===== config.mk =====
export PLATFORM = sky130hd
export DESIGN_NAME = median_window_top
export DESIGN_NICKNAME = d
export VERILOG_FILES = /design/src/common/median_pkg.sv /design/src/rtl/column_shifter.sv /design/src/rtl/frame_position.sv /design/src/rtl/border_pad.sv /design/src/rtl/median_window_top.sv
export SDC_FILE = /design/constraint.sdc
export NUM_CORES = 1
export LEC_CHECK = 0
export BUFFER_PORTS_ARGS = -buffer_cell sky130_fd_sc_hd__buf_2
export CORE_UTILIZATION = 50
export DETAILED_ROUTE_END_ITERATION = 7
export PLACE_DENSITY = 0.71
export SYNTH_ARGS = -nofsm -noshare
export SYNTH_HDL_FRONTEND = slang
export SYNTH_SLANG_ARGS = --single-unit

===== constraint.sdc =====
create_clock -name clk -period 4.3 [get_ports clk]
set_clock_uncertainty 0.1 [all_clocks]
set_input_delay 0.645 -clock clk [delete_from_list [all_inputs] [get_ports clk]]
set_output_delay 0.645 -clock clk [all_outputs]
set_load 0.1 [all_outputs]

===== src/common/median_pkg.sv =====
package median_pkg;

    // pixel and coordinate widths
    parameter int PIXEL_W = 8;
    parameter int COORD_W = 10;

    // window geometry
    parameter int WIN_SIZE   = 5;
    parameter int WIN_RADIUS = 2;

    // beats needed before the first window center exists
    parameter int WARMUP_BEATS = 3;

    typedef logic [PIXEL_W-1:0] pixel_t;
    typedef logic [COORD_W-1:0] coord_t;

    // one window column, top row first
    typedef struct packed {
        pixel_t row_m2;
        pixel_t row_m1;
        pixel_t row_c;
        pixel_t row_p1;
        pixel_t row_p2;
    } column_t;

    // five columns, oldest first
    typedef struct packed {
        column_t col_m2;
        column_t col_m1;
        column_t col_c;
        column_t col_p1;
        column_t col_p2;
    } window_t;

    // raster position of a window center
    typedef struct packed {
        coord_t row;
        coord_t col;
    } pos_t;

endpackage


===== src/rtl/column_shifter.sv =====
module column_shifter (
    input  logic                clk,
    input  logic                rst,
    input  logic                beat_valid_i,
    input  median_pkg::column_t column_i,
    output median_pkg::window_t window_o
);
    import median_pkg::*;

    window_t win_q;
    window_t win_next;

    // every column moves one slot toward the oldest end
    always_comb begin
        win_next.col_m2 = win_q.col_m1;
        win_next.col_m1 = win_q.col_c;
        win_next.col_c  = win_q.col_p1;
        win_next.col_p1 = win_q.col_p2;
        win_next.col_p2 = column_i;
    end

    always_ff @(posedge clk) begin
        if (rst) begin
            win_q <= '0;
        end else if (beat_valid_i) begin
            win_q <= win_next;
        end
    end

    assign window_o = win_q;

    // an unknown strobe would corrupt the window silently
    a_beat_known: assert property (
        @(posedge clk) disable iff (rst)
        !$isunknown(beat_valid_i)
    );

endmodule


===== src/rtl/frame_position.sv =====
module frame_position #(
    parameter int ROWS = 8,
    parameter int COLS = 8
) (
    input  logic             clk,
    input  logic             rst,
    input  logic             beat_valid_i,
    output logic             center_valid_o,
    output median_pkg::pos_t center_o
);
    import median_pkg::*;

    localparam int WARM_W = $clog2(WARMUP_BEATS + 1);

    logic [WARM_W-1:0] warm_cnt;
    logic              beat_center;
    coord_t            row_q;
    coord_t            col_q;

    // the beat that fills the center slot for the first time, and every beat after
    assign beat_center = beat_valid_i && (warm_cnt >= WARM_W'(WARMUP_BEATS - 1));

    always_ff @(posedge clk) begin
        if (rst) begin
            warm_cnt <= '0;
        end else if (beat_valid_i && warm_cnt != WARM_W'(WARMUP_BEATS)) begin
            warm_cnt <= warm_cnt + 1'b1;
        end
    end

    // next center in raster order
    always_ff @(posedge clk) begin
        if (rst) begin
            row_q <= '0;
            col_q <= '0;
        end else if (beat_center) begin
            if (col_q == coord_t'(COLS - 1)) begin
                col_q <= '0;
                if (row_q == coord_t'(ROWS - 1)) begin
                    row_q <= '0;
                end else begin
                    row_q <= row_q + 1'b1;
                end
            end else begin
                col_q <= col_q + 1'b1;
            end
        end
    end

    always_ff @(posedge clk) begin
        if (rst) begin
            center_valid_o <= 1'b0;
            center_o       <= '0;
        end else begin
            center_valid_o <= beat_center;
            if (beat_center) begin
                center_o.row <= row_q;
                center_o.col <= col_q;
            end
        end
    end

    a_row_range: assert property (
        @(posedge clk) disable iff (rst)
        row_q < ROWS && center_o.row < ROWS
    );

    a_col_range: assert property (
        @(posedge clk) disable iff (rst)
        col_q < COLS && center_o.col < COLS
    );

endmodule


===== src/rtl/border_pad.sv =====
module border_pad #(
    parameter int ROWS = 8,
    parameter int COLS = 8
) (
    input  logic                clk,
    input  logic                rst,
    input  median_pkg::window_t window_i,
    input  logic                center_valid_i,
    input  median_pkg::pos_t    center_i,
    output median_pkg::window_t window_o,
    output logic                window_valid_o,
    output median_pkg::pos_t    center_o
);
    import median_pkg::*;

    // bit k of a flag vector stands for offset k - WIN_RADIUS
    logic [WIN_SIZE-1:0] row_ok;
    logic [WIN_SIZE-1:0] col_ok;
    window_t             win_masked;

    function automatic logic in_range(input coord_t c, input int k, input int limit);
        int p;
        p = int'(c) + k - WIN_RADIUS;
        return (p >= 0) && (p < limit);
    endfunction

    function automatic column_t mask_column(input column_t c, input logic [WIN_SIZE-1:0] keep);
        column_t res;
        res.row_m2 = keep[0] ? c.row_m2 : '0;
        res.row_m1 = keep[1] ? c.row_m1 : '0;
        res.row_c  = keep[2] ? c.row_c  : '0;
        res.row_p1 = keep[3] ? c.row_p1 : '0;
        res.row_p2 = keep[4] ? c.row_p2 : '0;
        return res;
    endfunction

    always_comb begin
        for (int k = 0; k < WIN_SIZE; k++) begin
            row_ok[k] = in_range(center_i.row, k, ROWS);
            col_ok[k] = in_range(center_i.col, k, COLS);
        end
    end

    // a column outside the frame is dropped whole, otherwise only its outside rows
    always_comb begin
        win_masked.col_m2 = mask_column(window_i.col_m2, col_ok[0] ? row_ok : '0);
        win_masked.col_m1 = mask_column(window_i.col_m1, col_ok[1] ? row_ok : '0);
        win_masked.col_c  = mask_column(window_i.col_c,  col_ok[2] ? row_ok : '0);
        win_masked.col_p1 = mask_column(window_i.col_p1, col_ok[3] ? row_ok : '0);
        win_masked.col_p2 = mask_column(window_i.col_p2, col_ok[4] ? row_ok : '0);
    end

    always_ff @(posedge clk) begin
        if (rst) begin
            window_valid_o <= 1'b0;
            window_o       <= '0;
            center_o       <= '0;
        end else begin
            window_valid_o <= center_valid_i;
            if (center_valid_i) begin
                window_o <= win_masked;
                center_o <= center_i;
            end
        end
    end

    // top-left corner, the two leftmost columns lie before column 0
    a_corner_pad: assert property (
        @(posedge clk) disable iff (rst)
        (window_valid_o && center_o == '0) |-> window_o.col_m2 == '0
    );

endmodule


===== src/rtl/median_window_top.sv =====
module median_window_top #(
    parameter int ROWS = 8,
    parameter int COLS = 8
) (
    input  logic                clk,
    input  logic                rst,
    input  logic                beat_valid_i,
    input  median_pkg::column_t column_i,
    output median_pkg::window_t window_o,
    output logic                window_valid_o,
    output median_pkg::pos_t    center_o
);
    import median_pkg::*;

    window_t shift_window;
    pos_t    frame_center;
    logic    center_valid;

    // window register and position counter run side by side on the beat
    column_shifter i_column_shifter (
        .clk          (clk),
        .rst          (rst),
        .beat_valid_i (beat_valid_i),
        .column_i     (column_i),
        .window_o     (shift_window)
    );

    frame_position #(
        .ROWS (ROWS),
        .COLS (COLS)
    ) i_frame_position (
        .clk            (clk),
        .rst            (rst),
        .beat_valid_i   (beat_valid_i),
        .center_valid_o (center_valid),
        .center_o       (frame_center)
    );

    // one more register stage for the padded window
    border_pad #(
        .ROWS (ROWS),
        .COLS (COLS)
    ) i_border_pad (
        .clk            (clk),
        .rst            (rst),
        .window_i       (shift_window),
        .center_valid_i (center_valid),
        .center_i       (frame_center),
        .window_o       (window_o),
        .window_valid_o (window_valid_o),
        .center_o       (center_o)
    );

endmodule


==> impl.org <==
** Critical path
- The startpoint identified for the worst register-to-register timing path is i_frame_position.center_o[12].
- The most numerous cell type found on the critical path is ha_1.
- The critical path starts at i_frame_position.center_o[12].
- The worst register-to-register path has a depth of 12.
- Worst-path maximum fanout :: 10
- Buffers plus inverters on the worst setup path :: 0
- Flop2flop setup slack :: approximately 250 ps
- The slowest stage of the critical path is the or4b_1 cell.
- In this run the number of cells on the critical path is 12.
- Cells traversed along the worst timing path :: ha_1 -> a21oi_1 -> o311a_1 -> o211ai_1 -> a22o_1 -> nor3_1 -> ha_1 -> nand2b_1 -> or3b_2 -> o32a_1 -> or4b_1 -> o21ai_0
- Broken down by cell family, the worst path's largest delay share belongs to compound AO/OA/AOI/OAI gates.
- The worst register-to-register path ends at i_border_pad.window_o[133].
- By startpoint and endpoint, the worst setup path is classified as flip-flop to flip-flop.
- Longest individual stage delay on the worst path :: 670 ps
- Data on the critical path is required at its endpoint by 4690 ps.
- STA classifies the critical path endpoint as a flip-flop.
- Data arrival time of the critical path :: ~4400 ps
- Endpoint of the worst setup timing path :: i_border_pad.window_o[133]
- Element type at the critical path start :: flip-flop

** Yosys
- Dividing the synthesized area by the synthesized cell count gives just under 10 um^2.
- Cells taking the most area after synthesis :: dfxtp_1, mux2i_1, a22o_1, nor2_1, nand2_1
- Number of enable-type register cells in the synthesized netlist :: 0
- Yosys printed 0 warnings.
- Cells after synthesis :: 1,848
- When the netlist entered floorplanning its net count stood at 1,927.
- The share of the Yosys chip area taken by registers is 0.5124.
- For this run, the leading register cell type out of synthesis is dfxtp_1.
- Share of flip-flops with an asynchronous set or reset after synthesis :: 0
- The largest total area in the synthesized netlist belongs to dfxtp_1.
- In this run, synthesis produced a sequential element count of 464.
- Fraction of post-synthesis cell area in the top cell type by area :: 0.5124
- After synthesis the cells add up to roughly 18,000 um^2.
- Count of unique library cells instantiated by Yosys :: 67

** Status
- Status :: finished with violations
- Violated checks :: design-rule violations

** Pwr
- Part of the total power dissipated in sequential elements :: 0.492
- Worst ir drop on vdd :: roughly 0.34 mV
- Static Leakage :: between 9 and 10 nW
- Dividing total power by cell area gives a power density of a little over 400 nW/um^2.
- Total power :: ~8.9 mW
- The share of total power dissipated in the clock network is 0.464.
- Combinational share of power :: 0.044
- Summed over all nets, the switching power comes to between 1.5 and 2 mW.
- Switching share of power :: 0.2224
- The internal power of the cells totals between 6 and 7 mW.

** Finish
- The finished layout holds about 2,600 standard cells, fillers aside.
- Final nets :: 2,165
- Compared with the post-synthesis result, the final layout area differs by 18.92%.
- Fillcell total :: between 3,000 and 4,000
- Share of layout cells above drive strength 1 :: 0.1950

** Clock tree
- Clock-pin slew was measured on the worst setup and hold paths at about 60 ps.
- The later pin in the worst-skew pair is clocked with a latency of 580 ps.
- The H-tree was split into 2 levels.
- Total CTS buffers :: 47
- Total number of clock tree sinks :: ~460
- CTS Hold Bufs :: 0
- In this run the clock root is driven by a clkbuf_16.
- TritonCTS built the clock tree.
- Once the clock tree was built, the setup fixing pass inserted 0 buffers.
- Max clock buf depth :: 3

** Detailed routing
- DRT iter0 DRCs :: between 1,000 and 1,500
- Once detail routing completed, the nets flagged for antenna violations numbered 0.
- The pre-antenna-repair detailed-routing pass consisted of 7 iterations.
- The routed layout has between 10,000 and 15,000 vias.
- The routed design has ~47,000 um of wire.
- Count of unresolved DRC violations after routing :: 40
- Dividing the detail-routed wire length by the instance count gives roughly 18 um.
- Vias per cell :: roughly 5.4

** STA
- Static timing analysis puts the maximum clock frequency at between 200 and 250 MHz.
- Min cycle time layout :: 4050 ps
- At the pin with the least slew margin, the transition time is 1112 ps.
- Across all setup checks in the final design, the least slack found is about 250 ps.
- Max-slew headroom :: 0.2470
- Final-report max-slew violation count :: 0
- In the finished design, the share of the clock period the worst path needs comes to 0.9419.
- Number of hold-slack violations in the final timing report :: 0
- Setup violations remaining at the end of the flow were counted as 0.

** Floorplanning
- After floorplanning, the core was divided into 69 placement rows.
- ~260 I/O pins were placed.
- Die X :: around 190 um
- From bottom edge to top edge, the die measures ~190 um.
- The initial utilization of the core area, before any placement, comes to 0.5084.
- Placeable core region :: approximately 36,000 um^2
- Die area :: 37,020 um^2

** Global routing
- Entering global routing, the biggest net connects around 140 pins.
- Wire length of the first global-routing pass :: 72,860 um
- The number of global-route vias before repair was 13,380.
- For this run, the total global-route usage over all layers was measured as 0.2506.
- Antenna violations before repair :: 3
- GRT Residual Overflow :: 0

** Placement
- Detailed placement ended at an HPWL of ~33,000 um.
- Counting tap cells, the placed design contains a total of roughly 2,500 instances.
- Port buffering added approximately 260 buffers.
- Placer Congestion :: 0.9226
- Place WS :: 255.9 ps

** Hold path
- The worst hold path belongs to the class primary input to flip-flop.

** Job
- The tool flagged a number of max-cap violations equal to 0.
-- timing repair --
| action | in CTS | in global routing |
|---|---|---|
| setup endpoints to repair | 0 | 37 |
| gates resized for setup | 0 | 3 |
| hold endpoints to repair | 0 | 0 |
-- layout make-up --
| type | instances | area, um^2 | share of cell area |
|---|---|---|---|
| antenna | 2 | 5.005 | 0.0002321 |
| clock buffer | 72 | 1431 | 0.06639 |
| clock inverter | 14 | 166.4 | 0.007719 |
| inverter | 36 | 135.1 | 0.006268 |
| multi-input combinational | 1221 | 8208 | 0.3807 |
| sequential | 464 | 9291 | 0.4310 |
| tap | 461 | 576.8 | 0.02675 |
| timing repair buffer | 316 | 1745 | 0.08096 |
-- power by group through the flow --
stage,clock network (mW),logic (mW),registers [mW]
5_1_grt,4.41,0.426,4.41
6_report,4.15,0.394,4.40
4_1_cts,4.23,0.395,4.40
3_3_place_gp,0,0.388,4.50
2_1_floorplan,0,0.257,4.52
3_5_place_dp,0,0.393,4.50
-- worst min-delay path: stages --
cell and delay [ps]:
buf_2 70, mux2i_1 60, nor2_1 70
-- per-layer routing --
| metal | vias to the layer above | track usage | wire, um |
|---|---|---|---|
| met5 | - | 0 | 13 |
| met4 | 2 | 0.09297 | 1595 |
| met3 | 95 | 0.06929 | 3439 |
| met2 | 382 | 0.4149 | 22340 |
| met1 | 6699 | 0.3096 | 20030 |
| li1 | 6915 | - | - |
-- flip-flops by register name (all words and copies together), names as in the netlist --
name	flops
i_border_pad.window_valid_o	1
i_column_shifter.window_o	200
i_border_pad.center_o	20
i_frame_position.center_o	20
i_frame_position.warm_cnt	2
i_frame_position.center_valid_o	1
i_frame_position.row_q	10
i_frame_position.col_q	10
i_border_pad.window_o	200
-- Yosys cell counts (all sizes together), types with 20 or more instances --
| library cell | n |
|---|---|
| nor2 | 288 |
| inv | 36 |
| a22o | 129 |
| buf | 52 |
| nor3 | 20 |
| ha | 36 |
| dfxtp | 464 |
| nor2b | 22 |
| clkbuf | 75 |
| o21ai | 62 |
| nand2 | 160 |
| nand4 | 23 |
| xnor2 | 31 |
| xor2 | 25 |
| a21oi | 48 |
| mux2i | 222 |
-- worst min-delay path by stage --
stage,startpoint,endpoint,slack (ps),cells past startpoint
6_report,column_i[37],i_column_shifter.window_o[37],210,3
3_3_place_gp,i_border_pad.window_o[120],i_border_pad.window_o[120],330,2
4_1_cts,column_i[36],i_column_shifter.window_o[36],180,3
3_5_place_dp,i_border_pad.window_o[51],i_border_pad.window_o[51],340,2
5_1_grt,column_i[9],i_column_shifter.window_o[9],200,3
2_1_floorplan,i_column_shifter.window_o[168],i_border_pad.window_o[168],340,1
-- cell families after synthesis --
family,synth area share
adder cells (fa/ha/maj),0.02485
buffers and inverters,0.03575
AO/OA/AOI/OAI,0.1247
multiplexers,0.1226
XOR/XNOR,0.02954
flip-flops,0.5124
AND/OR/NAND/NOR,0.1502
-- cells in the final DEF, fill, tap and decap left out, types with 31 or more instances in the layout --
cell type and count:
o21ai_0 60, dfxtp_1 462, xnor2_1 31, clkbuf_16 48, nand2_1 160, mux2i_1 222, nor2_1 287, inv_1 36
buf_4 52, ha_1 35, a22o_1 129, a21oi_1 48, buf_2 261
-- stage by stage --
| stage | util | cell area (um^2) | TNS [ps] | hold slack, ps |
|---|---|---|---|---|
| after floorplan | - | 18130 | 0 | 341.7 |
| after global placement | 0.5594 | 19950 | 0 | 331.7 |
| after detailed placement | 0.5594 | 19950 | 0 | 340.7 |
| after CTS | 0.6042 | 21540 | 0 | 181.3 |
| after global routing | 0.6047 | 21560 | -0.3402 | 195.5 |
| final | 0.6047 | 21560 | 0 | 207.0 |
Power figures use the tool's default switching activity.
